### config.mk
export PLATFORM = sky130hd
export DESIGN_NAME = credit_tracker_flat
export DESIGN_NICKNAME = d
export VERILOG_FILES = /design/src/common/credit_if.sv /design/src/issue/credit_tracker.sv /design/src/flat_wrapper.sv
export VERILOG_INCLUDE_DIRS = /design/src /design/src/common
export SDC_FILE = /design/constraint.sdc
export NUM_CORES = 1
export LEC_CHECK = 0
export ABC_AREA = 1
export BUFFER_PORTS_ARGS = -buffer_cell sky130_fd_sc_hd__buf_4
export CAP_MARGIN = 20
export CORE_ASPECT_RATIO = 1.25
export CORE_MARGIN = 10
export CORE_UTILIZATION = 35
export CTS_CLUSTER_DIAMETER = 40
export DETAILED_ROUTE_END_ITERATION = 12
export PLACE_DENSITY_LB_ADDON = 0.2
export SYNTH_ARGS = -nofsm -noshare
export SYNTH_HDL_FRONTEND = slang
export SYNTH_SLANG_ARGS = --single-unit
### constraint.sdc
create_clock -name clk_tlx -period 3.1 [get_ports clk_tlx]
set_input_delay 0.155 -clock clk_tlx [delete_from_list [all_inputs] [get_ports clk_tlx]]
set_output_delay 0.155 -clock clk_tlx [all_outputs]
set_load 0.1 [all_outputs]
### src/common/tlx_cmd_settings.svh
/*
 * command bridge settings: field widths, queue depth and credit thresholds
 */
`ifndef TLX_CMD_SETTINGS_SVH
`define TLX_CMD_SETTINGS_SVH

// command field widths
`define TLX_OPCODE_W      8
`define TLX_EA_W          68
`define TLX_AFUTAG_W      16
`define TLX_DL_W          2
`define TLX_PL_W          3
`define TLX_ACTAG_W       12
`define TLX_PASID_W       20

// one write data beat, a write carries two
`define TLX_BEAT_W        512

// entries per queue, ready drops at half
`define TLX_QUEUE_DEPTH   32

// credit counters and issue thresholds
`define TLX_CMD_CREDIT_W  4
`define TLX_DATA_CREDIT_W 6
`define TLX_CMD_RESERVE   3
`define TLX_WR_DATA_MIN   5

`endif
### src/common/credit_if.sv
/*
 * credit link between the issue stage and the credit tracker
 */
`timescale 1ns/1ns

interface credit_if;

   // one pulse per command and per data beat on the output
   logic cmd_sent;
   logic beat_sent;

   // registered go flags from the credit counts
   logic cmd_ok;
   logic wr_ok;

   modport issue (
      output cmd_sent,
      output beat_sent,
      input  cmd_ok,
      input  wr_ok
   );

   modport tracker (
      input  cmd_sent,
      input  beat_sent,
      output cmd_ok,
      output wr_ok
   );

endinterface

### src/issue/credit_tracker.sv
/*
 * credit tracker: command and data credit counters,
 * registered issue flags and sticky breach bits
 */
`timescale 1ns/1ns
`include "tlx_cmd_settings.svh"

module credit_tracker (
   input  logic                          clk_tlx,
   input  logic                          rst_n,
   credit_if.tracker                     crd,
   input  logic                          cmd_credit,
   input  logic                          data_credit,
   input  logic [`TLX_CMD_CREDIT_W-1:0]  cmd_initial_credit,
   input  logic [`TLX_DATA_CREDIT_W-1:0] data_initial_credit,
   output logic [1:0]                    fir_credit
);

   localparam int CMD_W  = `TLX_CMD_CREDIT_W;
   localparam int DATA_W = `TLX_DATA_CREDIT_W;
   localparam logic [CMD_W-1:0]  CMD_RESERVE = `TLX_CMD_RESERVE;
   localparam logic [DATA_W-1:0] WR_MIN      = `TLX_WR_DATA_MIN;

   logic              loaded;
   logic [CMD_W-1:0]  cmd_cnt;
   logic [DATA_W-1:0] data_cnt;
   logic              cmd_breach;
   logic              data_breach;

   //----------------------------------------------------------------------
   // counters, loaded once in the first cycle out of reset
   //----------------------------------------------------------------------
   always_ff @(posedge clk_tlx or negedge rst_n)
   begin
      if (!rst_n)
      begin
         loaded   <= 1'b0;
         cmd_cnt  <= '0;
         data_cnt <= '0;
      end
      else if (!loaded)
      begin
         loaded   <= 1'b1;
         cmd_cnt  <= cmd_initial_credit;
         data_cnt <= data_initial_credit;
      end
      else
      begin
         case ({cmd_credit, crd.cmd_sent})
            2'b10:   cmd_cnt <= cmd_cnt + 1'b1;
            2'b01:   cmd_cnt <= cmd_cnt - 1'b1;
            default: cmd_cnt <= cmd_cnt;
         endcase
         case ({data_credit, crd.beat_sent})
            2'b10:   data_cnt <= data_cnt + 1'b1;
            2'b01:   data_cnt <= data_cnt - 1'b1;
            default: data_cnt <= data_cnt;
         endcase
      end
   end

   // flags lag the counts by a cycle, the reserve covers the lag
   always_ff @(posedge clk_tlx or negedge rst_n)
   begin
      if (!rst_n)
      begin
         crd.cmd_ok  <= 1'b0;
         crd.wr_ok   <= 1'b0;
         cmd_breach  <= 1'b0;
         data_breach <= 1'b0;
      end
      else
      begin
         crd.cmd_ok <= (cmd_cnt > CMD_RESERVE);
         crd.wr_ok  <= (data_cnt >= WR_MIN);
         // sending with nothing left is a fault, held until reset
         if (crd.cmd_sent && (cmd_cnt == '0))
         begin
            cmd_breach <= 1'b1;
         end
         if (crd.beat_sent && (data_cnt == '0))
         begin
            data_breach <= 1'b1;
         end
      end
   end

   assign fir_credit = {cmd_breach, data_breach};

endmodule

### src/flat_wrapper.sv
// flat-port wrapper written by rule: the top's interface ports become plain ports
module credit_tracker_flat 
  (clk_tlx, rst_n, cmd_credit, data_credit, cmd_initial_credit, data_initial_credit, fir_credit, crd_cmd_sent, crd_beat_sent, crd_cmd_ok, crd_wr_ok);
  credit_if crd_i ();
  input  logic clk_tlx;
  input  logic rst_n;
  input  logic cmd_credit;
  input  logic data_credit;
  input  logic [`TLX_CMD_CREDIT_W-1:0] cmd_initial_credit;
  input  logic [`TLX_DATA_CREDIT_W-1:0] data_initial_credit;
  output logic [1:0] fir_credit;
  input wire logic [$bits(crd_i.cmd_sent)-1:0] crd_cmd_sent;
  input wire logic [$bits(crd_i.beat_sent)-1:0] crd_beat_sent;
  output wire logic [$bits(crd_i.cmd_ok)-1:0] crd_cmd_ok;
  output wire logic [$bits(crd_i.wr_ok)-1:0] crd_wr_ok;
  assign crd_i.cmd_sent = crd_cmd_sent;
  assign crd_i.beat_sent = crd_beat_sent;
  assign crd_cmd_ok = crd_i.cmd_ok;
  assign crd_wr_ok = crd_i.wr_ok;
  credit_tracker u_core (.clk_tlx(clk_tlx), .rst_n(rst_n), .crd(crd_i), .cmd_credit(cmd_credit), .data_credit(data_credit), .cmd_initial_credit(cmd_initial_credit), .data_initial_credit(data_initial_credit), .fir_credit(fir_credit));
endmodule
==> Word-level counts from Yosys, hierarchy flattened <==
Cells that the tools add are included.
{ "totals": {"reg_bits": 15, "output_inout_bits": 4} }
{ "op_classes": {"n_addsub": 4, "order_cmp": 2, "n_eq_ne": 6, "muxes": 4, "n_reduce_logical": 4} }
{ "ops": {"columns": ["op", "n"], "rows": [
  ["$pmux W6 S2", 1],
  ["$pmux W4 S2", 1],
  ["$add A6 B1 Y6 const B", 1],
  ["$ge A6 B3 Y1 const B", 1],
  ["$logic_not A6 Y1", 1],
  ["$mux W6", 1],
  ["$ne A3 B3 Y1 const B", 2],
  ["$sub A6 B1 Y6 const B", 1],
  ["$add A4 B1 Y4 const B", 1],
  ["$eq A2 B1 Y1 const B", 2],
  ["$eq A2 B2 Y1 const B", 2],
  ["$gt A4 B2 Y1 const B", 1],
  ["$logic_not A4 Y1", 1],
  ["$mux W4", 1],
  ["$sub A4 B1 Y4 const B", 1],
  ["$logic_and A1 B1 Y1", 2]
]} }

==> Logic depth before layout (Yosys ltp) <==
Gate-level depths: netlist of the first run.
{ "logic_depth": {"depth_word": 3, "mapped_depth": 14, "mapped_depth_nobuf": 13} }

==> Worst setup path after synthesis of the first run <==
Ideal clock, no wire load.
{ "synth_timing": {"path_type": "input -> register", "startpoint": "input data_credit", "endpoint": "register u_core.data_cnt[4]", "setup_time_ps": 124, "t_arrival_ps": 1352, "required_time_ps": 2976, "slack_ps": 1624, "path_stages": 13, "path_buffers": 1, "cell_sequence": "inv_1 ha_1 buf_6 inv_4 nand2_2 nand2_2 inv_1 ha_1 a21o_1 nand3_1 nand3_1 nand3_1 nand3_1"} }
{ "synth_via": {"elab_chain_cells": 3} }
{ "synth_rtl": {"columns": ["item", "line", "text"], "rows": [
  ["start: declaration", "flat_wrapper.sv:8", "input logic data_credit;"],
  ["$eq A2 B1 Y1 or $eq A2 B2 Y1 (tied branches)", "credit_tracker.sv:54", "case ({data_credit, crd.beat_sent})"],
  ["$pmux W6 S2", "credit_tracker.sv:54", null],
  ["$mux W6", "credit_tracker.sv:41", "else if (!loaded)"],
  ["end signal: assignment", "credit_tracker.sv:55", "2'b10: data_cnt <= data_cnt + 1'b1;"],
  ["end signal: assignment", "credit_tracker.sv:56", "2'b01: data_cnt <= data_cnt - 1'b1;"],
  ["end signal: assignment", "credit_tracker.sv:57", "default: data_cnt <= data_cnt;"],
  ["end: declaration", "credit_tracker.sv:26", "logic [DATA_W-1:0] data_cnt;"]
]} }
Parallel ways exist; a longest one is shown, timed or not.
A chain may end at the register's enable or synchronous reset.

==> Final worst setup path of the first run <==
Ends and elaborated chain as after synthesis.

==> load_flow_metrics.sql, run 1 <==
INSERT INTO impl_metrics (metric_group, metric, value, unit) VALUES
('synthesis', 'yosysWarningCount', '0', ''),
('cells_and_area', 'design.final.nets', '184', ''),
('critical_path', 'cp_data_required_time', '3.27', 'ns'),
('critical_path', 'timing.rr.end', 'u_core.data_cnt[4]', ''),
('critical_path', 'critical_path_fanout_max', '9', ''),
('critical_path', 'critical_path_destination', 'u_core.data_cnt[4]', ''),
('pwr', 'switchingPower', '0.309', 'mW'),
('sta', 'worst_hold_slack', '0.0867', 'ns'),
('pwr', 'power.leakage', '0.661', 'nW'),
('clocking', 'worst_skew_pair.late_latency', '0.28', 'ns'),
('hold_path', 'hold_path_startpoint', 'cmd_initial_credit[1]', ''),
('die', 'fp.dieArea', '5770', 'sq um'),
('synthesis', 'postSynthCellCount', '141', ''),
('synthesis', 'yosysUniqueCellTypes', '31', ''),
('sta', 'final-max-slew-violation-count', '0', ''),
('synthesis', 'netlist.area_leader.share', '0.343', ''),
('die', 'vertical_die_dimension', '82.5', 'um'),
('cells_and_area', 'final_layout_size_suffix_gt1_frac', '0.244', ''),
('critical_path', 'setup.worst_path.class', 'in -> reg', ''),
('synthesis', 'yosysSeqAreaShare', '0.343', ''),
('placed_design', 'io_buffers', '19', ''),
('clocking', 'ctsRootBufferMaster', 'clkbuf_4', ''),
('routing', 'firstDrtPassIters', '4', ''),
('critical_path', 'crit_path_top_delay_cell', 'ha_1', ''),
('die', 'core', '2970', 'sq um'),
('sta', 'final.setup_skew', '0.00312', 'ns'),
('critical_path', 'worstReg2RegStart', 'u_core.data_cnt[1]', ''),
('cells_and_area', 'final_common_cell', 'nand2_1', ''),
('clocking', 'tritoncts.num_buffers', '3', ''),
('synthesis', 'synthesis.area', '1090', 'sq um'),
('cells_and_area', 'final_cell_utilization_of_the_core', '0.430', ''),
('pwr', 'share_seq_of_total_power', '0.380', ''),
('sta', 'setup_tns', '0', 'ns'),
('pwr', 'clock_share_of_power', '0.159', ''),
('run_status', 'run_status', 'finished clean', ''),
('sta', 'final_critical_path_setup_slack', '1.55', 'ns'),
('routing', 'drt-vias-per-instance', '4.77', ''),
('critical_path', 'worstPathCellList', 'buf_4, inv_1, ha_1, nand2_1, nand2_2, inv_1, ha_1, a21o_1, nand3_1, nand3_1, nand3_1, nand3_1', ''),
('cells_and_area', 'fillers', '312', ''),
('die', 'effective_utilization_at_floorplan', '0.368', ''),
('grt', 'grt_overflow', '0', ''),
('pwr', 'powerDensity', '541', 'nW/um^2'),
('clocking', 'cts_tree', 'yes', ''),
('die', 'core.rowCount', '22', ''),
('grt', 'grt_pass1_vias', '1005', ''),
('critical_path', 'critPathLaunch', 'data_credit', ''),
('cells_and_area', 'area.growth.synth_to_final', '16.9', '%'),
('pwr', 'comb_power_share', '0.461', ''),
('grt', 'gr-usage-all-layers', '0.0889', ''),
('sta', 'period_minus_slack', '1.55', 'ns'),
('cells_and_area', 'most-common-layout-cells', '40 x nand2_1, 19 x buf_4, 18 x inv_1, 15 x dfrtp_1, 11 x nand3_1', ''),
('die', 'boundaryPins', '20', ''),
('clocking', 'clock_sink_count', '15', ''),
('routing', 'num_vias', '934', ''),
('job', 'max-cap-violations', '0', ''),
('clocking', 'cts_max_path_buffers', '2', ''),
('routing', 'drt-wirelength-per-cell', '12.2', 'um'),
('synthesis', 'postSynthRegisterBits', '15', ''),
('clocking', 'maximum_level_of_the_cts_h_tree', '1', ''),
('die', 'chipWidth', '70.0', 'um'),
('clocking', 'post-cts-setup-buffer-count', '0', ''),
('synthesis', 'syn_nets', '164', ''),
('placed_design', 'place_congestion', '0.763', ''),
('critical_path', 'worstPathArrival', '1.72', 'ns'),
('critical_path', 'rrSetupSlack', '1.63', 'ns'),
('critical_path', 'critical_path_start_type', 'input port', ''),
('placed_design', 'dp_hpwl', '2040', 'um'),
('sta', 'finalHoldViolations', '0', ''),
('sta', 'maxClockFrequency', '0.644', 'GHz'),
('pwr', 'peakVddDrop', '0.362', 'mV'),
('pwr', 'power_switching_share', '0.446', '');
## critical path, delay by kind of cell
family	cells	cell delay (ns)
adder cells (fa/ha/maj)	2	0.61
AND/OR/NAND/NOR	6	0.56
buffers and inverters	3	0.22
AO/OA/AOI/OAI	1	0.17
## synthesized netlist by cell type (all sizes together)
cell and count:
a31o 1, a41o 1, a22o 1, o221ai 1
o211ai 7, a21oi 1, dfrtp 15, nor3 2
buf 5, o21ai 2, a21o 1, nand2 46
inv 21, conb 1, nor2 10, ha 6
o21a 1, xor2 3, fa 1, nand3 12
xnor2 3
## routing by layer
layer  up-vias  track usage  wire length (um)
met2        11        0.170              1280
met1       433       0.0889              1040
li1        486            -                 -
met3         4       0.0143                40
met5         -            0                 0
met4         0       0.0573                38
## repair_timing
| item | in CTS | in global routing |
|---|---|---|
| setup endpoints to repair | 0 | 0 |
| gates resized for setup | 0 | 0 |
| hold endpoints to repair | 15 | 0 |
| hold buffers | 1 | 0 |
## worst min path at each step
| stage | endpoint | slack [ns] | cells past startpoint |
|---|---|---|---|
| 4_1_cts | u_core.cmd_cnt[1] | 0.08 | 3 |
| 5_1_grt | u_core.cmd_cnt[3] | 0.08 | 3 |
| 6_report | u_core.cmd_cnt[1] | 0.09 | 3 |
| 3_3_place_gp | u_core.cmd_cnt[2] | 0.03 | 1 |
| 2_1_floorplan | u_core.cmd_breach | -0.14 | 0 |
| 3_5_place_dp | u_core.cmd_cnt[2] | 0.02 | 1 |
## power by group through the flow
stage          Clock, mW  Combinational (mW)  Sequential, mW
2_1_floorplan          0               0.234           0.291
3_3_place_gp           0               0.319           0.266
3_5_place_dp           0               0.322           0.266
4_1_cts            0.115               0.324           0.263
5_1_grt            0.127               0.350           0.268
6_report           0.110               0.319           0.263
## per-stage QoR
| stage | power [mW] | instances | cell area [sq um] |
|---|---|---|---|
| finish | 0.692 | 196 | 1280 |
| global placement | 0.585 | 191 | 1240 |
| CTS | 0.702 | 196 | 1280 |
| detailed placement | 0.589 | 191 | 1240 |
| floorplan | 0.525 | 141 | 1090 |
| global route | 0.745 | 196 | 1280 |
## cell families after synthesis
family | Yosys count | share of synthesized area
XOR/XNOR | 6 | 0.0618
AND/OR/NAND/NOR | 70 | 0.286
AO/OA/AOI/OAI | 16 | 0.109
flip-flops | 15 | 0.343
adder cells (fa/ha/maj) | 7 | 0.0870
other | 1 | 0.00343
buffers and inverters | 26 | 0.110
## registers in the layout, indices dropped and copies added (netlist names)
signal and count:
u_core.cmd_breach 1, u_core.cmd_cnt 4, u_core.crd.cmd_ok 1, u_core.crd.wr_ok 1
u_core.data_breach 1, u_core.data_cnt 6, u_core.loaded 1
## cell type report
cell class                 count  area [sq um]  area share
inverter                      21          81.3      0.0636
clock buffer                   4          26.3      0.0205
multi-input combinational    100           598       0.468
tap                           36          45.0      0.0352
timing repair buffer          20           153       0.119
sequential                    15           375       0.294
(Power assumes the default switching activity.)
==> inputs of run 2 (changes only) <==
clock period = 1.5 ns   (was 3.1 ns; I/O delays follow)
==> load_flow_metrics.sql, run 2 (synthesis results as in run 1) <==
INSERT INTO impl_metrics (metric_group, metric, value, unit) VALUES
('run_status', 'run_status', 'finished clean', ''),
('sta', 'final_critical_path_setup_slack', '0.124', 'ns'),
('sta', 'final.setup_skew', '0.00159', 'ns'),
('clocking', 'ctsRootBufferMaster', 'clkbuf_4', ''),
('sta', 'part_of_the_cycle_the_worst_path_needs', '0.917', ''),
('pwr', 'share_seq_of_total_power', '0.370', ''),
('routing', 'drt-vias-per-instance', '4.74', ''),
('critical_path', 'worstPathArrival', '1.55', 'ns'),
('clocking', 'clock_sink_count', '15', ''),
('grt', 'grt_antenna_before_repair', '0', ''),
('critical_path', 'setup.worst_path.class', 'reg -> reg', ''),
('cells_and_area', 'most-common-layout-cells', '40 x nand2_1, 26 x buf_4, 17 x inv_1, 15 x dfrtp_1, 10 x nand3_1', ''),
('placed_design', 'dp_hpwl', '2120', 'um'),
('clocking', 'worst_skew_pair.late_latency', '0.28', 'ns'),
('critical_path', 'critical_path_start_type', 'flip-flop', ''),
('clocking', 'maximum_level_of_the_cts_h_tree', '1', ''),
('job', 'max-cap-violations', '0', ''),
('grt', 'maximum_number_of_pins_on_one_net_before_global_route_repair', '16', ''),
('sta', 'setup_tns', '0', 'ns'),
('cells_and_area', 'final_layout_size_suffix_gt1_frac', '0.286', ''),
('die', 'boundaryPins', '20', ''),
('pwr', 'switchingPower', '0.651', 'mW'),
('cells_and_area', 'reg_top3', 'u_core.data_cnt (6), u_core.cmd_cnt (4)', ''),
('critical_path', 'critical_path_fanout_max', '3', ''),
('die', 'fp.dieArea', '5770', 'sq um'),
('cells_and_area', 'final_common_cell', 'nand2_1', ''),
('clocking', 'cts_max_path_buffers', '2', ''),
('sta', 'setup_repair_after_global_routing_missed_its_margin', 'false', ''),
('die', 'vertical_die_dimension', '82.5', 'um'),
('cells_and_area', 'num_antenna_cells', '0', ''),
('pwr', 'cell_internal_pwr', '0.818', 'mW'),
('routing', 'drt_iter0_drc', '42', ''),
('routing', 'wl', '2560', 'um'),
('sta', 'finalHoldViolations', '0', ''),
('placed_design', 'place_congestion', '0.769', ''),
('sta', 'worst_hold_slack', '0.0153', 'ns'),
('pwr', 'comb_power_share', '0.474', ''),
('placed_design', 'dp_cells', '197', ''),
('critical_path', 'sort_of_element_at_the_end_of_the_critical_path', 'flip-flop', ''),
('cells_and_area', 'fillers', '306', ''),
('grt', 'grt_overflow', '0', ''),
('pwr', 'peakVddDrop', '0.683', 'mV'),
('clocking', 'cts_tree', 'yes', ''),
('die', 'core', '2970', 'sq um'),
('pwr', 'clock_share_of_power', '0.155', ''),
('grt', 'grt_pass1_vias', '1066', ''),
('critical_path', 'cp_data_required_time', '1.67', 'ns'),
('die', 'effective_utilization_at_floorplan', '0.368', ''),
('cells_and_area', 'design.final.nets', '192', ''),
('routing', 'post-route-drc-count', '0', ''),
('placed_design', 'io_buffers', '19', ''),
('sta', 'setup_violations', '0', ''),
('routing', 'firstDrtPassIters', '4', ''),
('cells_and_area', 'seqCellArea', '375', 'sq um'),
('pwr', 'fin_total_pwr', '1.47', 'mW'),
('die', 'chipWidth', '70.0', 'um'),
('clocking', 'tritoncts.num_buffers', '3', ''),
('cells_and_area', 'final-instance-count-excl-fill', '204', ''),
('routing', 'num_vias', '967', ''),
('pwr', 'power.leakage', '0.699', 'nW'),
('cells_and_area', 'area.growth.synth_to_final', '23.1', '%'),
('placed_design', 'place_worst_setup_slack', '0.0101', 'ns'),
('die', 'core.rowCount', '22', ''),
('cells_and_area', 'multi_input_comb_area', '603', 'sq um'),
('pwr', 'powerDensity', '1090', 'nW/um^2'),
('routing', 'drt-wirelength-per-cell', '12.6', 'um'),
('sta', 'final-max-slew-violation-count', '0', ''),
('sta', 'period_minus_slack', '1.38', 'ns'),
('grt', 'gr-usage-all-layers', '0.0933', ''),
('cells_and_area', 'largest_reg_flops', '6', ''),
('cells_and_area', 'largest-register', 'u_core.data_cnt', ''),
('clocking', 'worst_setup_hold_path_clk_slew', '0.09', 'ns'),
('pwr', 'power_switching_share', '0.443', ''),
('sta', 'maxClockFrequency', '0.727', 'GHz'),
('grt', 'grt_first_pass_wirelength', '4510', 'um'),
('hold_path', 'hold_path.class', 'in -> reg', ''),
('routing', 'antenna_nets_post_route', '0', '');
run 2: worst max-delay path, stage by stage, from the launching register on:
cell	delay [ns]
dfrtp_1	0.41
inv_2	0.07
nand2_2	0.05
nand2_2	0.05
inv_1	0.04
ha_1	0.16
a21o_1	0.19
nand3_2	0.09
nand3_1	0.07
nand3_1	0.08
nand3_1	0.06
run 2: stage by stage:
stage,utilization,instance area (sq um)
2_1_floorplan,-,1090
3_3_place_gp,0.433,1290
5_1_grt,0.453,1350
6_report,0.453,1350
4_1_cts,0.449,1330
3_5_place_dp,0.433,1290
run 2: layout make-up:
type	instances	share of cell area
clock buffers	4	0.0195
repair buffers	28	0.160
well taps	36	0.0335
inverters	21	0.0604
flip-flops and latches	15	0.279
multi-input cells	100	0.448
run 2: routing by layer:
metal | vias to the layer above | global-route usage | part of all wire | wire length (um)
li1 | 500 | - | - | -
met1 | 446 | 0.0927 | 0.42 | 1080
met2 | 19 | 0.186 | 0.54 | 1390
met3 | 2 | 0.0179 | 0.030 | 77
met4 | 0 | 0.0395 | 0.0059 | 15
met5 | - | 0 | 0 | 0
run 2: final timing paths:
path | startpoint | end | slack (ns) | cells after the start
setup / recovery | u_core.data_cnt[1] | u_core.data_cnt[4] | 0.12 | 10
hold / removal | cmd_initial_credit[3] | u_core.cmd_cnt[3] | 0.02 | 3
setup reg to reg | u_core.data_cnt[1] | u_core.data_cnt[4] | 0.12 | 10
hold reg to reg | u_core.cmd_breach | u_core.cmd_breach | 0.48 | 1
max in group asynchronous | rst_n | u_core.data_cnt[1] | 1.14 | 2
min in group asynchronous | rst_n | u_core.cmd_cnt[2] | 0.18 | 2
run 2: power groups by stage:
stage | registers (mW) | clock network (mW) | logic, mW
floorplan | 0.600 | 0 | 0.484
global placement | 0.550 | 0 | 0.677
detailed placement | 0.553 | 0 | 0.687
CTS | 0.545 | 0.242 | 0.693
global route | 0.556 | 0.260 | 0.764
finish | 0.544 | 0.228 | 0.697
run 2: what timing repair did:
action / in CTS / in global routing
endpoints found under the hold margin: 16 / 0
resized for setup: 0 / 2
setup endpoints to repair: 0 / 1
buffers inserted: 0 / 1
hold buffers: 2 / 0
==> inputs of run 3 (changes only) <==
ABC_AREA = 0   (was 1)
==> load_flow_metrics.sql, run 3 <==
INSERT INTO impl_metrics (metric_group, metric, value, unit) VALUES
('routing', 'drt_iter0_drc', '52', ''),
('routing', 'antenna_nets_post_route', '0', ''),
('pwr', 'peakVddDrop', '0.728', 'mV'),
('synthesis', 'yosysSeqAreaShare', '0.343', ''),
('die', 'boundaryPins', '20', ''),
('clocking', 'worst_setup_hold_path_clk_slew', '0.09', 'ns'),
('critical_path', 'worstPathCellList', 'xor2_1, ha_2, and2b_4, o32ai_2, a32oi_2, or3_1, a31oi_1', ''),
('sta', 'setup_violations', '5', ''),
('routing', 'drt-wirelength-per-cell', '13.4', 'um'),
('placed_design', 'io_buffers', '19', ''),
('die', 'core', '2970', 'sq um'),
('routing', 'wl', '2460', 'um'),
('synthesis', 'ranking_of_synthesized_cells_by_instance_count', '15 x a21oi_1, 15 x dfrtp_1, 11 x nor2_1', ''),
('critical_path', 'cp_data_required_time', '1.71', 'ns'),
('die', 'effective_utilization_at_floorplan', '0.368', ''),
('cells_and_area', 'design.final.nets', '172', ''),
('clocking', 'cts_tree', 'yes', ''),
('clocking', 'tritoncts.num_buffers', '3', ''),
('die', 'chipWidth', '70.0', 'um'),
('routing', 'post-route-drc-count', '0', ''),
('clocking', 'ctsRootBufferMaster', 'clkbuf_4', ''),
('cells_and_area', 'final_layout_size_suffix_gt1_frac', '0.426', ''),
('sta', 'final_critical_path_setup_slack', '-0.197', 'ns'),
('cells_and_area', 'final_common_cell', 'buf_4', ''),
('routing', 'firstDrtPassIters', '5', ''),
('synthesis', 'synth_ff_type', 'dfrtp_1', ''),
('run_status', 'violations_in_the_final_reports', 'negative setup slack', ''),
('synthesis', 'synthesis.area', '1090', 'sq um'),
('cells_and_area', 'area.growth.synth_to_final', '30.9', '%'),
('synthesis', 'yosys-top-cells-area', 'dfrtp_1 34%, a21oi_1 6.9%, ha_1 6.9%', ''),
('clocking', 'maximum_level_of_the_cts_h_tree', '1', ''),
('sta', 'finalHoldViolations', '0', ''),
('synthesis', 'synth-simple-area-share', '0.106', ''),
('sta', 'setup_repair_after_global_routing_missed_its_margin', 'true', ''),
('die', 'core.rowCount', '22', ''),
('critical_path', 'worst_path_largest_cell_delay', '0.43', 'ns'),
('grt', 'gr-usage-all-layers', '0.0884', ''),
('synthesis', 'synth_async_sr_flop_share', '1.00', ''),
('die', 'fp.dieArea', '5770', 'sq um'),
('pwr', 'powerDensity', '1190', 'nW/um^2'),
('pwr', 'power.leakage', '0.654', 'nW'),
('sta', 'final.setup_skew', '0.00123', 'ns'),
('cells_and_area', 'finish.instance_area', '1430', 'sq um'),
('grt', 'grt_pass1_vias', '939', ''),
('cells_and_area', 'num_antenna_cells', '0', ''),
('grt', 'maximum_number_of_pins_on_one_net_before_global_route_repair', '16', ''),
('run_status', 'run_status', 'complete, but fails checks', ''),
('routing', 'num_vias', '919', ''),
('critical_path', 'sort_of_element_at_the_end_of_the_critical_path', 'flip-flop', ''),
('routing', 'met2_length', '1320', 'um'),
('placed_design', 'place_congestion', '0.782', ''),
('synthesis', 'synthXorXnorAreaFrac', '0.0801', ''),
('critical_path', 'setup.worst_path.class', 'reg -> reg', ''),
('clocking', 'cts_max_path_buffers', '2', ''),
('clocking', 'clock_sink_count', '15', ''),
('synthesis', 'netlist.area_leader.share', '0.343', ''),
('placed_design', 'placed_area', '1320', 'sq um'),
('synthesis', 'synth_fa_ha_area_frac', '0.0870', ''),
('critical_path', 'crit_path_top_delay_cell', 'dfrtp_1', ''),
('grt', 'grt_antenna_before_repair', '0', ''),
('job', 'max-cap-violations', '0', ''),
('routing', 'detailroute.wirelength.met3', '92', 'um'),
('synthesis', 'postSynthRegisterBits', '15', ''),
('cells_and_area', 'final-instance-count-excl-fill', '184', ''),
('routing', 'drt-vias-per-instance', '4.99', ''),
('placed_design', 'dp_cells', '177', ''),
('sta', 'maxClockFrequency', '0.589', 'GHz'),
('synthesis', 'synth.area.mux_share', '0.0492', ''),
('routing', 'topRoutingLayerUsed', 'met4', ''),
('cells_and_area', 'most-common-layout-cells', '40 x buf_4, 15 x dfrtp_1, 12 x a21oi_1, 11 x nor2_1', ''),
('critical_path', 'critical_path_fanout_max', '4', ''),
('synthesis', 'synth_largest_area_cell', 'dfrtp_1', ''),
('hold_path', 'hold_path.class', 'in -> reg', ''),
('critical_path', 'critPathBufInv', '0', ''),
('critical_path', 'cp_top_family', 'simple AND/OR/NAND/NOR gates', ''),
('cells_and_area', 'largest-register', 'u_core.data_cnt', ''),
('placed_design', 'dp_hpwl', '1940', 'um'),
('synthesis', 'yosysUniqueCellTypes', '37', ''),
('critical_path', 'critical_path_start_type', 'flip-flop', ''),
('routing', 'route.layer.met1.wl', '1000', 'um'),
('critical_path', 'worstPathArrival', '1.90', 'ns'),
('die', 'vertical_die_dimension', '82.5', 'um'),
('synthesis', 'synth_edf_count', '0', ''),
('cells_and_area', 'reg_top3', 'u_core.data_cnt (6), u_core.cmd_cnt (4)', ''),
('synthesis', 'postSynthCellCount', '114', ''),
('cells_and_area', 'largest_reg_flops', '6', ''),
('synthesis', 'syn_nets', '137', ''),
('grt', 'grt_overflow', '0', ''),
('placed_design', 'place_worst_setup_slack', '-0.225', 'ns'),
('grt', 'grt_first_pass_wirelength', '4140', 'um'),
('clocking', 'worst_skew_pair.late_latency', '0.28', 'ns'),
('synthesis', 'synth_top_family_by_area', 'compound AO/OA/AOI/OAI gates', ''),
('synthesis', 'synth-compound-area-share', '0.203', ''),
('sta', 'period_minus_slack', '1.70', 'ns'),
('synthesis', 'yosysWarningCount', '0', ''),
('cells_and_area', 'final_cell_utilization_of_the_core', '0.481', ''),
('sta', 'final-max-slew-violation-count', '0', ''),
('synthesis', 'synthesis.area_per_instance', '9.59', 'sq um'),
('sta', 'part_of_the_cycle_the_worst_path_needs', '1.13', ''),
('cells_and_area', 'fillers', '294', '');
==> run 3: changes by cell type after synthesis, moves of 5 or more <==
cell / previous run / this run
nand2_2: 6 / 0
xnor2_1: 2 / 7
o211ai_1: 7 / 0
inv_1: 18 / 8
nand2_1: 40 / 4
a21oi_1: 1 / 15
nand3_1: 11 / 0
==> run 3: worst register-to-register path, stage by stage, from the launching register on <==
cell and delay (ns):
dfrtp_1 0.43, xor2_1 0.16, ha_2 0.21, and2b_4 0.17, o32ai_2 0.12, a32oi_2 0.09, or3_1 0.32, a31oi_1 0.13
==> run 3: per-stage QoR <==
step | hold WS (ns) | TNS (ns) | power (mW)
2_1_floorplan | -0.221 | -0.274 | 1.24
3_3_place_gp | -0.0514 | -0.471 | 1.39
3_5_place_dp | -0.0519 | -0.703 | 1.41
4_1_cts | 0.0170 | -0.490 | 1.67
5_1_grt | 0.0113 | -0.816 | 1.83
6_report | 0.0252 | -0.537 | 1.71
==> run 3: cell type report <==
class | instances | area, sq um | share of cell area
Multi-Input combinational cell | 80 | 644 | 0.450
Timing Repair Buffer | 41 | 310 | 0.217
Tap cell | 36 | 45.0 | 0.0315
Clock buffer | 4 | 26.3 | 0.0184
Inverter | 8 | 30.0 | 0.0210
Sequential cell | 15 | 375 | 0.262
==> run 3: per-layer routing <==
layer  up-vias  global-route usage
met5         -                   0
met4         0              0.0514
met3         4              0.0227
met2        15               0.166
met1       440              0.0875
li1        460                   -
==> run 3: power by group <==
part | internal, mW | switching [mW]
clock | 0.103 | 0.129
combinational | 0.399 | 0.514
sequential | 0.484 | 0.0811
total | 0.986 | 0.724
==> run 3: repair_timing <==
item / in CTS / in global routing
endpoints found under the hold margin: 15 / 0
gates resized for setup: 4 / 8
setup endpoints to repair: 5 / 7
hold buffers: 1 / 0
setup buffers: 0 / 2
pin swaps: 1 / 4
==> run 3: path summary, 6_finish.rpt <==
check                           cells past startpoint                   start  slack (ns)                 end
worst min register to register                      1      u_core.data_breach        0.48  u_core.data_breach
worst max-delay path                                7      u_core.data_cnt[1]       -0.20  u_core.data_cnt[4]
worst max register to register                      7      u_core.data_cnt[1]       -0.20  u_core.data_cnt[4]
worst min-delay path                                2  data_initial_credit[0]        0.03  u_core.data_cnt[0]
max in group asynchronous                           2                   rst_n        1.14  u_core.data_breach
min in group asynchronous                           2                   rst_n        0.18       u_core.loaded
==> run 3: cells by family (layout without fill, tap and decap cells) <==
| logic type | count (synthesis) | count (layout) |
|---|---|---|
| flops | 15 | 15 |
| xor+xnor | 10 | 10 |
| buf+inv | 19 | 53 |
| compound gates | 34 | 34 |
| simple gates | 23 | 23 |
| other cells | 1 | 1 |
| mux | 5 | 5 |
| fa+ha+maj | 7 | 7 |
